===== src/rtl/search_pkg.sv =====
package search_pkg;

  // one unsigned vector coordinate
  typedef logic [15:0] coord_t;

  // vertex identifier as sent by the host
  typedef logic [15:0] vertex_id_t;

  // squared l2 distance
  // 40 bits covers DIM up to 256 at full coordinate range
  typedef logic [39:0] dist_t;

  // requested result count
  typedef logic [7:0] k_t;

  // input channel opcode
  typedef logic [1:0] op_t;

  // query coordinate at in_index
  localparam op_t op_query = 2'd0;

  // candidate coordinate at in_index, id on in_id
  localparam op_t op_vertex = 2'd1;

  // end of query, k in the low bits of in_data
  localparam op_t op_end = 2'd2;

  // code 3 is unused and ignored by decode

endpackage

===== src/rtl/search_top.sv =====
`timescale 1ns/1ps

module search_top
  import search_pkg::*;
#(
  parameter int DIM = 4,
  parameter int PQ_LENGTH = 5,
  parameter int IN_DEPTH = 4,
  parameter int OUT_CREDITS = 2
) (
  input  logic                   clk_100mhz,
  input  logic                   sys_rst,
  // input channel
  input  logic                   in_valid,
  input  op_t                    in_op,
  input  logic [$clog2(DIM)-1:0] in_index,
  input  coord_t                 in_data,
  input  vertex_id_t             in_id,
  output logic                   in_credit,
  // output channel
  output logic                   res_valid,
  output vertex_id_t             res_id,
  output dist_t                  res_dist,
  output logic                   res_last,
  input  logic                   out_credit
);

  localparam int CNT_W = $clog2(PQ_LENGTH + 1);

  // decode to execute
  logic             cand_valid;
  vertex_id_t       cand_id;
  coord_t [DIM-1:0] cand_coords;
  coord_t [DIM-1:0] query_coords;
  logic             cand_end;
  k_t               cand_k;

  // execute to queue and drain
  logic       dist_valid;
  vertex_id_t dist_id;
  dist_t      dist_value;
  logic       dist_end;
  k_t         dist_k;

  // queue contents
  vertex_id_t [PQ_LENGTH-1:0] q_ids;
  dist_t [PQ_LENGTH-1:0]      q_dists;
  logic [CNT_W-1:0]           q_count;

  logic drain_busy;
  logic q_clear;

  query_decode #(
    .DIM(DIM),
    .PQ_LENGTH(PQ_LENGTH),
    .IN_DEPTH(IN_DEPTH)
  ) decode0 (
    .clk_100mhz(clk_100mhz),
    .sys_rst(sys_rst),
    .in_valid(in_valid),
    .in_op(in_op),
    .in_index(in_index),
    .in_data(in_data),
    .in_id(in_id),
    .drain_busy(drain_busy),
    .in_credit(in_credit),
    .cand_valid(cand_valid),
    .cand_id(cand_id),
    .cand_coords(cand_coords),
    .query_coords(query_coords),
    .cand_end(cand_end),
    .cand_k(cand_k)
  );

  distance_unit #(
    .DIM(DIM)
  ) exec0 (
    .clk_100mhz(clk_100mhz),
    .sys_rst(sys_rst),
    .cand_valid(cand_valid),
    .cand_id(cand_id),
    .cand_coords(cand_coords),
    .query_coords(query_coords),
    .cand_end(cand_end),
    .cand_k(cand_k),
    .dist_valid(dist_valid),
    .dist_id(dist_id),
    .dist_value(dist_value),
    .dist_end(dist_end),
    .dist_k(dist_k)
  );

  // end markers never enter the queue
  topk_queue #(
    .PQ_LENGTH(PQ_LENGTH)
  ) queue0 (
    .clk_100mhz(clk_100mhz),
    .sys_rst(sys_rst),
    .ins_valid(dist_valid && !dist_end),
    .ins_id(dist_id),
    .ins_dist(dist_value),
    .q_clear(q_clear),
    .q_ids(q_ids),
    .q_dists(q_dists),
    .q_count(q_count)
  );

  result_drain #(
    .PQ_LENGTH(PQ_LENGTH),
    .OUT_CREDITS(OUT_CREDITS)
  ) drain0 (
    .clk_100mhz(clk_100mhz),
    .sys_rst(sys_rst),
    .dist_valid(dist_valid),
    .dist_end(dist_end),
    .dist_k(dist_k),
    .q_ids(q_ids),
    .q_dists(q_dists),
    .q_count(q_count),
    .out_credit(out_credit),
    .res_valid(res_valid),
    .res_id(res_id),
    .res_dist(res_dist),
    .res_last(res_last),
    .drain_busy(drain_busy),
    .q_clear(q_clear)
  );

endmodule


===== src/rtl/result_drain.sv =====
`timescale 1ns/1ps

module result_drain
  import search_pkg::*;
#(
  parameter int PQ_LENGTH = 5,
  parameter int OUT_CREDITS = 2
) (
  input  logic                             clk_100mhz,
  input  logic                             sys_rst,
  input  logic                             dist_valid,
  input  logic                             dist_end,
  input  k_t                               dist_k,
  input  vertex_id_t [PQ_LENGTH-1:0]       q_ids,
  input  dist_t [PQ_LENGTH-1:0]            q_dists,
  input  logic [$clog2(PQ_LENGTH+1)-1:0]   q_count,
  input  logic                             out_credit,
  output logic                             res_valid,
  output vertex_id_t                       res_id,
  output dist_t                            res_dist,
  output logic                             res_last,
  output logic                             drain_busy,
  output logic                             q_clear
);

  localparam int CRED_W = $clog2(OUT_CREDITS + 1);
  localparam int IDX_W = $clog2(PQ_LENGTH);

  typedef enum logic [1:0] {
    idle,
    emit,
    done
  } drain_state_t;

  drain_state_t      state;
  k_t                beats_left;
  logic [IDX_W-1:0]  rd_idx;
  logic [CRED_W-1:0] credits;

  // answer length, min of k and fill
  k_t fill_k;
  k_t take_k;

  assign fill_k = k_t'(q_count);
  assign take_k = (dist_k < fill_k) ? dist_k : fill_k;

  // beat goes out the same cycle a credit is available
  assign res_valid = (state == emit) && (beats_left != '0) && (credits != '0);
  assign res_last  = res_valid && (beats_left == k_t'(1));
  assign res_id    = q_ids[rd_idx];
  assign res_dist  = q_dists[rd_idx];

  // holds decode off while the queue is read
  assign drain_busy = (state != idle);
  assign q_clear    = (state == done);

  always_ff @(posedge clk_100mhz) begin
    if (sys_rst) begin
      state      <= idle;
      beats_left <= '0;
      rd_idx     <= '0;
      credits    <= CRED_W'(OUT_CREDITS);
    end else begin
      // spend on a beat, refill on a sink return
      credits <= credits - CRED_W'(res_valid) + CRED_W'(out_credit);
      case (state)
        idle: begin
          rd_idx <= '0;
          if (dist_valid && dist_end) begin
            beats_left <= take_k;
            state      <= emit;
          end
        end
        emit: begin
          if (res_valid) begin
            beats_left <= beats_left - 1'b1;
            // stay on the final slot, never index past the queue
            if (!res_last) begin
              rd_idx <= rd_idx + 1'b1;
            end
          end
          // empty answer skips straight to done
          if (beats_left == '0 || res_last) begin
            state <= done;
          end
        end
        done: begin
          // q_clear is high this cycle
          state <= idle;
        end
        default: state <= idle;
      endcase
    end
  end

endmodule


===== src/rtl/topk_queue.sv =====
`timescale 1ns/1ps

module topk_queue
  import search_pkg::*;
#(
  parameter int PQ_LENGTH = 5
) (
  input  logic                             clk_100mhz,
  input  logic                             sys_rst,
  input  logic                             ins_valid,
  input  vertex_id_t                       ins_id,
  input  dist_t                            ins_dist,
  input  logic                             q_clear,
  output vertex_id_t [PQ_LENGTH-1:0]       q_ids,
  output dist_t [PQ_LENGTH-1:0]            q_dists,
  output logic [$clog2(PQ_LENGTH+1)-1:0]   q_count
);

  localparam int CNT_W = $clog2(PQ_LENGTH + 1);

  // slot for the new entry
  // PQ_LENGTH means worse than a full queue
  logic [CNT_W-1:0] ins_pos;
  logic             ins_take;

  // entries are sorted, so counting the ones <= new gives the slot
  // equal distances stay ahead, keeps arrival order on ties
  always_comb begin
    ins_pos = '0;
    for (int i = 0; i < PQ_LENGTH; i++) begin
      if (CNT_W'(i) < q_count && q_dists[i] <= ins_dist) begin
        ins_pos = ins_pos + 1'b1;
      end
    end
  end

  assign ins_take = ins_valid && (ins_pos != CNT_W'(PQ_LENGTH));

  // entry storage
  always_ff @(posedge clk_100mhz) begin
    if (ins_take) begin
      // shift the tail down one slot, last entry falls off
      for (int i = PQ_LENGTH - 1; i > 0; i--) begin
        if (CNT_W'(i) > ins_pos) begin
          q_ids[i]   <= q_ids[i-1];
          q_dists[i] <= q_dists[i-1];
        end
      end
      q_ids[ins_pos]   <= ins_id;
      q_dists[ins_pos] <= ins_dist;
    end
  end

  // fill count
  always_ff @(posedge clk_100mhz) begin
    if (sys_rst) begin
      q_count <= '0;
    end else if (q_clear) begin
      // drain finished, start the next query empty
      q_count <= '0;
    end else if (ins_take && q_count != CNT_W'(PQ_LENGTH)) begin
      q_count <= q_count + 1'b1;
    end
  end

endmodule


===== src/rtl/distance_unit.sv =====
`timescale 1ns/1ps

module distance_unit
  import search_pkg::*;
#(
  parameter int DIM = 4
) (
  input  logic             clk_100mhz,
  input  logic             sys_rst,
  input  logic             cand_valid,
  input  vertex_id_t       cand_id,
  input  coord_t [DIM-1:0] cand_coords,
  input  coord_t [DIM-1:0] query_coords,
  input  logic             cand_end,
  input  k_t               cand_k,
  output logic             dist_valid,
  output vertex_id_t       dist_id,
  output dist_t            dist_value,
  output logic             dist_end,
  output k_t               dist_k
);

  // stage one, per coordinate absolute difference
  coord_t [DIM-1:0] s1_diff;
  vertex_id_t       s1_id;
  k_t               s1_k;
  logic             s1_valid;
  logic             s1_end;

  // stage two input, sum of squares
  dist_t sum_sq;

  always_ff @(posedge clk_100mhz) begin
    for (int i = 0; i < DIM; i++) begin
      if (cand_coords[i] >= query_coords[i]) begin
        s1_diff[i] <= cand_coords[i] - query_coords[i];
      end else begin
        s1_diff[i] <= query_coords[i] - cand_coords[i];
      end
    end
    s1_id <= cand_id;
    s1_k  <= cand_k;
  end

  always_comb begin
    logic [2*$bits(coord_t)-1:0] sq;
    sum_sq = '0;
    for (int i = 0; i < DIM; i++) begin
      // full width product, no truncation
      sq     = s1_diff[i] * s1_diff[i];
      sum_sq = sum_sq + dist_t'(sq);
    end
  end

  always_ff @(posedge clk_100mhz) begin
    dist_value <= sum_sq;
    dist_id    <= s1_id;
    dist_k     <= s1_k;
  end

  // sideband keeps order, end flag trails earlier candidates
  always_ff @(posedge clk_100mhz) begin
    if (sys_rst) begin
      s1_valid   <= 1'b0;
      s1_end     <= 1'b0;
      dist_valid <= 1'b0;
      dist_end   <= 1'b0;
    end else begin
      s1_valid   <= cand_valid;
      s1_end     <= cand_valid && cand_end;
      dist_valid <= s1_valid;
      dist_end   <= s1_end;
    end
  end

endmodule


===== src/rtl/query_decode.sv =====
`timescale 1ns/1ps

module query_decode
  import search_pkg::*;
#(
  parameter int DIM = 4,
  parameter int PQ_LENGTH = 5,
  parameter int IN_DEPTH = 4
) (
  input  logic                      clk_100mhz,
  input  logic                      sys_rst,
  input  logic                      in_valid,
  input  op_t                       in_op,
  input  logic [$clog2(DIM)-1:0]    in_index,
  input  coord_t                    in_data,
  input  vertex_id_t                in_id,
  input  logic                      drain_busy,
  output logic                      in_credit,
  output logic                      cand_valid,
  output vertex_id_t                cand_id,
  output coord_t [DIM-1:0]          cand_coords,
  output coord_t [DIM-1:0]          query_coords,
  output logic                      cand_end,
  output k_t                        cand_k
);

  localparam int PTR_W = (IN_DEPTH > 1) ? $clog2(IN_DEPTH) : 1;
  localparam int CNT_W = $clog2(IN_DEPTH + 1);
  localparam int IDX_W = $clog2(DIM);

  // input word buffer, one slot per host credit
  op_t              buf_op    [IN_DEPTH];
  logic [IDX_W-1:0] buf_index [IN_DEPTH];
  coord_t           buf_data  [IN_DEPTH];
  vertex_id_t       buf_id    [IN_DEPTH];

  logic [PTR_W-1:0] wr_ptr;
  logic [PTR_W-1:0] rd_ptr;
  logic [CNT_W-1:0] buf_count;

  // head of buffer
  op_t              head_op;
  logic [IDX_W-1:0] head_index;
  coord_t           head_data;
  vertex_id_t       head_id;

  logic pop;
  // set once an end word leaves, until the drain has run
  logic end_hold;
  logic busy_q;
  k_t   raw_k;
  k_t   req_k;

  assign head_op    = buf_op[rd_ptr];
  assign head_index = buf_index[rd_ptr];
  assign head_data  = buf_data[rd_ptr];
  assign head_id    = buf_id[rd_ptr];

  // words behind an end marker belong to the next query
  assign pop = (buf_count != '0) && !drain_busy && !end_hold;

  // clamp k into 1..PQ_LENGTH
  always_comb begin
    raw_k = head_data[$bits(k_t)-1:0];
    req_k = raw_k;
    if (raw_k == '0) begin
      req_k = k_t'(1);
    end else if (raw_k > k_t'(PQ_LENGTH)) begin
      req_k = k_t'(PQ_LENGTH);
    end
  end

  always_ff @(posedge clk_100mhz) begin
    if (in_valid) begin
      buf_op[wr_ptr]    <= in_op;
      buf_index[wr_ptr] <= in_index;
      buf_data[wr_ptr]  <= in_data;
      buf_id[wr_ptr]    <= in_id;
    end
  end

  always_ff @(posedge clk_100mhz) begin
    if (sys_rst) begin
      wr_ptr    <= '0;
      rd_ptr    <= '0;
      buf_count <= '0;
      in_credit <= 1'b0;
      end_hold  <= 1'b0;
      busy_q    <= 1'b0;
    end else begin
      if (in_valid) begin
        wr_ptr <= (wr_ptr == PTR_W'(IN_DEPTH - 1)) ? '0 : wr_ptr + 1'b1;
      end
      if (pop) begin
        rd_ptr <= (rd_ptr == PTR_W'(IN_DEPTH - 1)) ? '0 : rd_ptr + 1'b1;
      end
      buf_count <= buf_count + CNT_W'(in_valid) - CNT_W'(pop);
      // one credit back per popped word
      in_credit <= pop;
      busy_q    <= drain_busy;
      if (pop && head_op == op_end) begin
        end_hold <= 1'b1;
      end else if (busy_q && !drain_busy) begin
        // falling edge of busy, queue already cleared
        end_hold <= 1'b0;
      end
    end
  end

  // query register and issue strobes
  always_ff @(posedge clk_100mhz) begin
    if (sys_rst) begin
      query_coords <= '0;
      cand_valid   <= 1'b0;
      cand_end     <= 1'b0;
    end else begin
      cand_valid <= 1'b0;
      cand_end   <= 1'b0;
      if (pop) begin
        case (head_op)
          op_query:  query_coords[head_index] <= head_data;
          // last coordinate completes the candidate
          op_vertex: cand_valid <= (head_index == IDX_W'(DIM - 1));
          op_end: begin
            cand_valid <= 1'b1;
            cand_end   <= 1'b1;
          end
          default: ;
        endcase
      end
    end
  end

  // candidate assembly and end payload
  always_ff @(posedge clk_100mhz) begin
    if (pop && head_op == op_vertex) begin
      cand_coords[head_index] <= head_data;
      cand_id                 <= head_id;
    end
    if (pop && head_op == op_end) begin
      cand_k <= req_k;
    end
  end

endmodule


===== config.mk =====
export PLATFORM = sky130hd
export DESIGN_NAME = search_top
export DESIGN_NICKNAME = d
export VERILOG_FILES = /design/src/rtl/search_pkg.sv /design/src/rtl/search_top.sv /design/src/rtl/result_drain.sv /design/src/rtl/topk_queue.sv /design/src/rtl/distance_unit.sv /design/src/rtl/query_decode.sv
export SDC_FILE = /design/constraint.sdc
export NUM_CORES = 2
export LEC_CHECK = 0
export BUFFER_PORTS_ARGS = -buffer_cell sky130_fd_sc_hd__buf_2
export CAP_MARGIN = 15
export CELL_PAD_IN_SITES_DETAIL_PLACEMENT = 1
export CELL_PAD_IN_SITES_GLOBAL_PLACEMENT = 2
export CORE_UTILIZATION = 30
export CTS_BUF_LIST = sky130_fd_sc_hd__clkbuf_8
export DETAILED_ROUTE_END_ITERATION = 12
export GPL_TIMING_DRIVEN = 0
export MAX_ROUTING_LAYER = met4
export PLACE_DENSITY_LB_ADDON = 0.08
export SLEW_MARGIN = 10
export SYNTH_ARGS = -nofsm -noshare
export SYNTH_HDL_FRONTEND = slang
export SYNTH_SLANG_ARGS = --single-unit

===== constraint.sdc =====
create_clock -name clk_100mhz -period 30.7 [get_ports clk_100mhz]
set_input_delay 6.14 -clock clk_100mhz [delete_from_list [all_inputs] [get_ports clk_100mhz]]
set_output_delay 6.14 -clock clk_100mhz [all_outputs]
set_load 0.02 [all_outputs]

* Word-level counts from Yosys, hierarchy flattened
Memory sizes are Yosys's and may differ from the RTL's. A register that Yosys moved wholly into a read port is not among the register bits.
Cells that the tools add are included.
** Cells by class
- Add/sub/neg operators :: 24
- $mul :: 4
- Order comparisons :: 25
- Equal/unequal tests :: 14
- Muxes and demuxes :: 64
- Bitwise operators :: 1
- Reduce and logical (&&, ||, !) cells :: 41
** Operator list (count)
- two-way mux 40 bit :: 10
- two-way mux 16 bit :: 15
- bitwise mux 200 bit :: 1
- less-or-equal comparator 40 bit :: 5
- bitwise mux 64 bit :: 2
- multiplier 16 x 16 -> 32 bit :: 4
- subtractor 16 bit :: 8
- binary-select mux 40 bit (select 3 bit) :: 1
- demux 40 bit (select 3 bit) :: 1
- adder 40 x 32 -> 40 bit :: 2
- bitwise mux 80 bit :: 1
- greater-or-equal comparator 16 bit :: 4
- binary-select mux 16 bit (select 3 bit) :: 1
- demux 16 bit (select 3 bit) :: 1
- adder 32 x 32 -> 33 bit :: 1
- demux 16 bit (select 2 bit) :: 1
- two-way mux 8 bit :: 3
- two-way mux 3 bit :: 7
- logical AND 1 bit :: 20
- two-way mux 2 bit :: 10
- zero test 8 bit :: 2
- case mux 8 bit (2 select lines) :: 1
- adder 3 x 1 -> 3 bit, second input constant :: 5
- == test 2 bit, second input constant :: 5
- 38 further kinds :: 62
** Word-level totals
- Register bits :: 602
- Bits in writable memories :: 144
- Input port bits :: 40
- Output and inout port bits :: 59
- Logic and storage cells :: 223
- Memories :: 4
** Memory list
- decode0.buf_data :: words 4, width 16, rd ports 1, clocked after memory_dff 1, wr ports 1, line query_decode.sv:34 : coord_t buf_data [IN_DEPTH];
- decode0.buf_id :: words 4, width 16, rd ports 1, clocked after memory_dff 1, wr ports 1, line query_decode.sv:35 : vertex_id_t buf_id [IN_DEPTH];
- decode0.buf_index :: words 4, width 2, rd ports 1, clocked after memory_dff 1, wr ports 1, line query_decode.sv:33 : logic [IDX_W-1:0] buf_index [IN_DEPTH];
- decode0.buf_op :: words 4, width 2, rd ports 1, clocked after memory_dff 1, wr ports 1, line query_decode.sv:32 : op_t buf_op [IN_DEPTH];

* Logic depth before layout (Yosys ltp)
- Word-level depth :: 16
- Mapped depth :: 49
- Mapped depth without buffers :: 48

* Modules after synthesis
A second synthesis with hierarchy kept.
** Second synthesis, totals
- Cells, all modules :: 6721
- Area total of the unflattened synthesis :: 70372.5 um2
** By module, submodules not included
- distance_unit :: instances 1, cells an instance 4249, area each 39635.5 um2, seq. area each 3042.9 um2
- topk_queue :: instances 1, cells an instance 1426, area each 16319.4 um2, seq. area each 8468.1 um2
- query_decode :: instances 1, cells an instance 587, area each 11129.4 um2, seq. area each 8528.2 um2
- result_drain :: instances 1, cells an instance 458, area each 3274.4 um2, seq. area each 300.3 um2
- search_top :: instances 1, cells an instance 1, area each 13.8 um2, seq. area each 0.0 um2

* Worst setup path after synthesis
No wires, ideal clock.
- Path type :: register to register
- Start :: reg exec0.s1_diff[4] (netlist name)
- End :: reg exec0.dist_value[35]
- Setup time :: 0.129 ns
- Arrival :: 12.572 ns
- Data required time :: 30.571 ns
- Slack :: 17.999 ns
- Stages on the path, launching flop included :: 41
- Path buffers :: 1
- Period minus slack after synthesis :: 12.701 ns
- Path through :: dfxtp_1 > clkbuf_1 > nand2_1 > fa_1 > inv_1 > fa_1 > inv_1 > fa_1 > fa_1 > fa_1 > inv_1 > fa_1 > fa_1 > fa_1 > ha_1 > a211o_1 > a211o_1 > a21boi_0 > [... 5 more ...] > inv_1 > fa_1 > inv_1 > fa_1 > inv_1 > fa_1 > fa_1 > ha_1 > a21o_1 > a21o_1 > a2111o_1 > a21oi_1 > o21ai_0 > a21o_1 > a31oi_1 > a21oi_1 > a2111oi_0 > nor2_1
** Between the ends
- Longest elaborated chain between the ends :: 4
** RTL lines
- start, declared :: line distance_unit.sv:24 : coord_t [DIM-1:0] s1_diff;
- start signal, assigned by index :: line distance_unit.sv:36 : s1_diff[i] <= cand_coords[i] - query_coords[i];
- start signal, assigned by index :: line distance_unit.sv:38 : s1_diff[i] <= query_coords[i] - cand_coords[i];
- multiplier 16 x 16 -> 32 bit :: line distance_unit.sv:50 : sq = s1_diff[i] * s1_diff[i];
- adder 32 x 32 -> 33 bit :: line distance_unit.sv:51 : sum_sq = sum_sq + dist_t'(sq);
- adder 40 x 32 -> 40 bit (2 in a row) :: line distance_unit.sv:51
- net exec0.sum_sq[35] :: line distance_unit.sv:31 : dist_t sum_sq;
- end signal, assigned :: line distance_unit.sv:56 : dist_value <= sum_sq;
- end, declared :: line distance_unit.sv:18 : output dist_t dist_value,
The timed path passes the listed nets, and every way through them passes these cells.
A chain may end at the register's enable or synchronous reset.

* Worst setup path after layout
- Start :: reg exec0.s1_diff[4] (netlist name)
- End :: reg exec0.dist_value[32]
The elaborated chain is that of the path after synthesis.

==> out/metrics.cfg <==
[sta]
fin_crit_ns = 15.62
fin_crit_sh_pct = 50.9
max_slew.worst_pin.slew_ns = 1.14
hold_ws_ns = 0.299
slew_violations = 0
rsz0062_at_grt = no
final-hold-violation-count = 0
setup_viol = 0
fin_worst_skew_ns = 0.0740
maxSlewHeadroom_pct = 24.3
setup_tns_ns = 0
fmax_mhz = 64.0

[drt]
via_per_inst = 4.72
final_antenna_net_count = 0
num_vias = 46290
wl_um = 224000
drtIter0Drc = 1915
drtPass1Iterations = 11
wl_per_cell_um = 22.9
drc_errors = 58

[floorplanning]
die_w_um = 478
fp.coreArea_um2 = 225000
dieHeight_um = 478
std_cell_rows = 174
start_util_pct = 30.2
die-area_um2 = 228000
io_pins = 99

[clocking]
cts.repair.resized = 0
cts_buffers = 149
h-tree-depth = 4
clock_latency_ns = 0.94
cts_root_buf = clkbuf_8
cts_setup_buffers = 0
tritoncts_num_sinks = 740
hold_buffers = 0
cts_tree = yes
cts.path.max_buffers = 3
path_clk_slew_ns = 0.06

[yosys]
ys_seq_elements = 740
synth-main-ff-cell = edfxtp_1
synth_cell_types = 81
synthArstFlopShare_pct = 0
synth.area.top_cells = fa_1 (24%), edfxtp_1 (22%), ha_1 (13%)
synth_top_area_share_pct = 24.1
syn_avg_cell_area_um2 = 10.6
yosys_warnings = 0
syn-cell-area_um2 = 67900
yosysMostFrequentCell = inv_1
seq_area_frac_synth_pct = 29.1
netlist_instances = 6404
synth_edf_count = 492
synth_top_area_cell = fa_1
ys_top_cells_by_count = inv_1 (1286), fa_1 (818), ha_1 (717)

[outcome]
status = complete, but fails checks
failed_checks = design-rule violations

[worst_setup_path]
cpMaxStageDelayCell = xnor2_1
crit_type = reg2reg
worstPathMaxFanout = 10
end_kind = register
start_kind = register
cp_slowest_stage_delay_ns = 0.81
required_ns = 31.42
cpMostUsedCell = fa_1
cp.arrival_ns = 16.34

[global_route]
grt_max_degree = 37
grt_use_total_pct = 20.7
first_global_vias = 52491
antenna_found_initial = 17
grt_pass1_wl_um = 342000
grt_overflow = 0

[cells_and_area]
fill_cells = 25070
drive_gt1_share_pct = 6.89
area_growth_pct = 11.4
nets = 8255

[min_path]
hp-class = reg2reg

[place]
place_congestion = 0.834
hpwl_um = 187000
portBuffers = 93

[flow_run]
cap_violations = 0

-- sequential cells by signal, indices dropped and copies added, names as in the netlist, 3 cells and up, named ones only --
name                  count
decode0.buf_count         3
decode0.buf_data         64
decode0.buf_id           64
decode0.buf_index         8
decode0.buf_op            8
decode0.cand_coords      64
decode0.cand_id          16
decode0.cand_k            8
decode0.query_coords     64
drain0.beats_left         8
drain0.rd_idx             3
exec0.dist_id            16
exec0.dist_k              8
exec0.dist_value         36
exec0.s1_diff            64
exec0.s1_id              16
exec0.s1_k                8
queue0.q_count            3
queue0.q_dists          180
queue0.q_ids             80
-- final timing paths --
| path | startpoint | end | slack (ns) | cells past startpoint |
|---|---|---|---|---|
| worst min register to register | exec0.s1_id[14] | exec0.dist_id[14] | 0.30 | 0 |
| worst min-delay path | exec0.s1_id[14] | exec0.dist_id[14] | 0.30 | 0 |
| worst max register to register | exec0.s1_diff[4] | exec0.dist_value[32] | 15.08 | 40 |
| worst max-delay path | exec0.s1_diff[4] | exec0.dist_value[32] | 15.08 | 40 |
-- through the flow --
stage	instances	setup WS (ns)	cell area (um^2)	util, %
finish	9806	15.08	75700	33.6
global route	9800	14.27	75700	33.6
CTS	9796	14.70	75600	33.6
detailed placement	9520	14.75	72600	32.3
global placement	9497	14.75	72200	32.1
floorplan	6412	18.00	68000	-
-- cell usage in the layout (no fill, tap or decap), drive strengths merged, types with 61 or more instances in the layout --
cell,count
nor2b,61
xnor2,87
a22o,157
clkbuf,316
inv,1346
ha,717
o21ai,116
and2,250
nand2,421
buf,187
mux2i,220
nor2,292
dfxtp,248
a21oi,287
a21o,105
edfxtp,492
fa,818
-- critical path, delay by kind of cell, from the launching register on --
| kind | cells | cell delay (ns) |
|---|---|---|
| AOI/OAI and AO/OA | 9 | 2.69 |
| xor gates and xnor gates | 2 | 1.24 |
| adders and majority gates | 18 | 9.11 |
| buffers and inverters | 7 | 0.84 |
| DFF | 1 | 0.73 |
| and+or+nand+nor | 4 | 0.81 |
-- area by class of cell --
cell class / count / area [um^2] / share of cell area [%]
well taps: 2992 / 3740 / 4.95
clock buffers: 167 / 2300 / 3.04
inverters: 1286 / 4830 / 6.38
repair buffers: 117 / 817 / 1.08
flip-flops and latches: 740 / 19700 / 26.1
diodes: 9 / 22.5 / 0.0298
clock inverters: 109 / 773 / 1.02
plain buffers: 219 / 1040 / 1.38
multi-input cells: 4167 / 42400 / 56.0
-- per-layer routing --
layer | part of all wire [%] | global-route usage [%]
met5 | 0 | -
met2 | 49 | 35.0
met1 | 46 | 26.8
met3 | 2.5 | 2.11
met4 | 1.7 | 4.04
-- cell families after synthesis --
group | count (synthesis) | share of synthesized area (%)
AO/OA/AOI/OAI | 932 | 9.23
XOR/XNOR | 147 | 2.00
adder cells (fa/ha/maj) | 1535 | 37.3
buffers and inverters | 1505 | 8.64
flip-flops | 740 | 29.1
multiplexers | 271 | 4.68
other | 1 | 0.00552
AND/OR/NAND/NOR | 1273 | 9.06
Power is not shown: default switching activity piles up to over one toggle a cycle in this logic, so the estimate is an artifact.
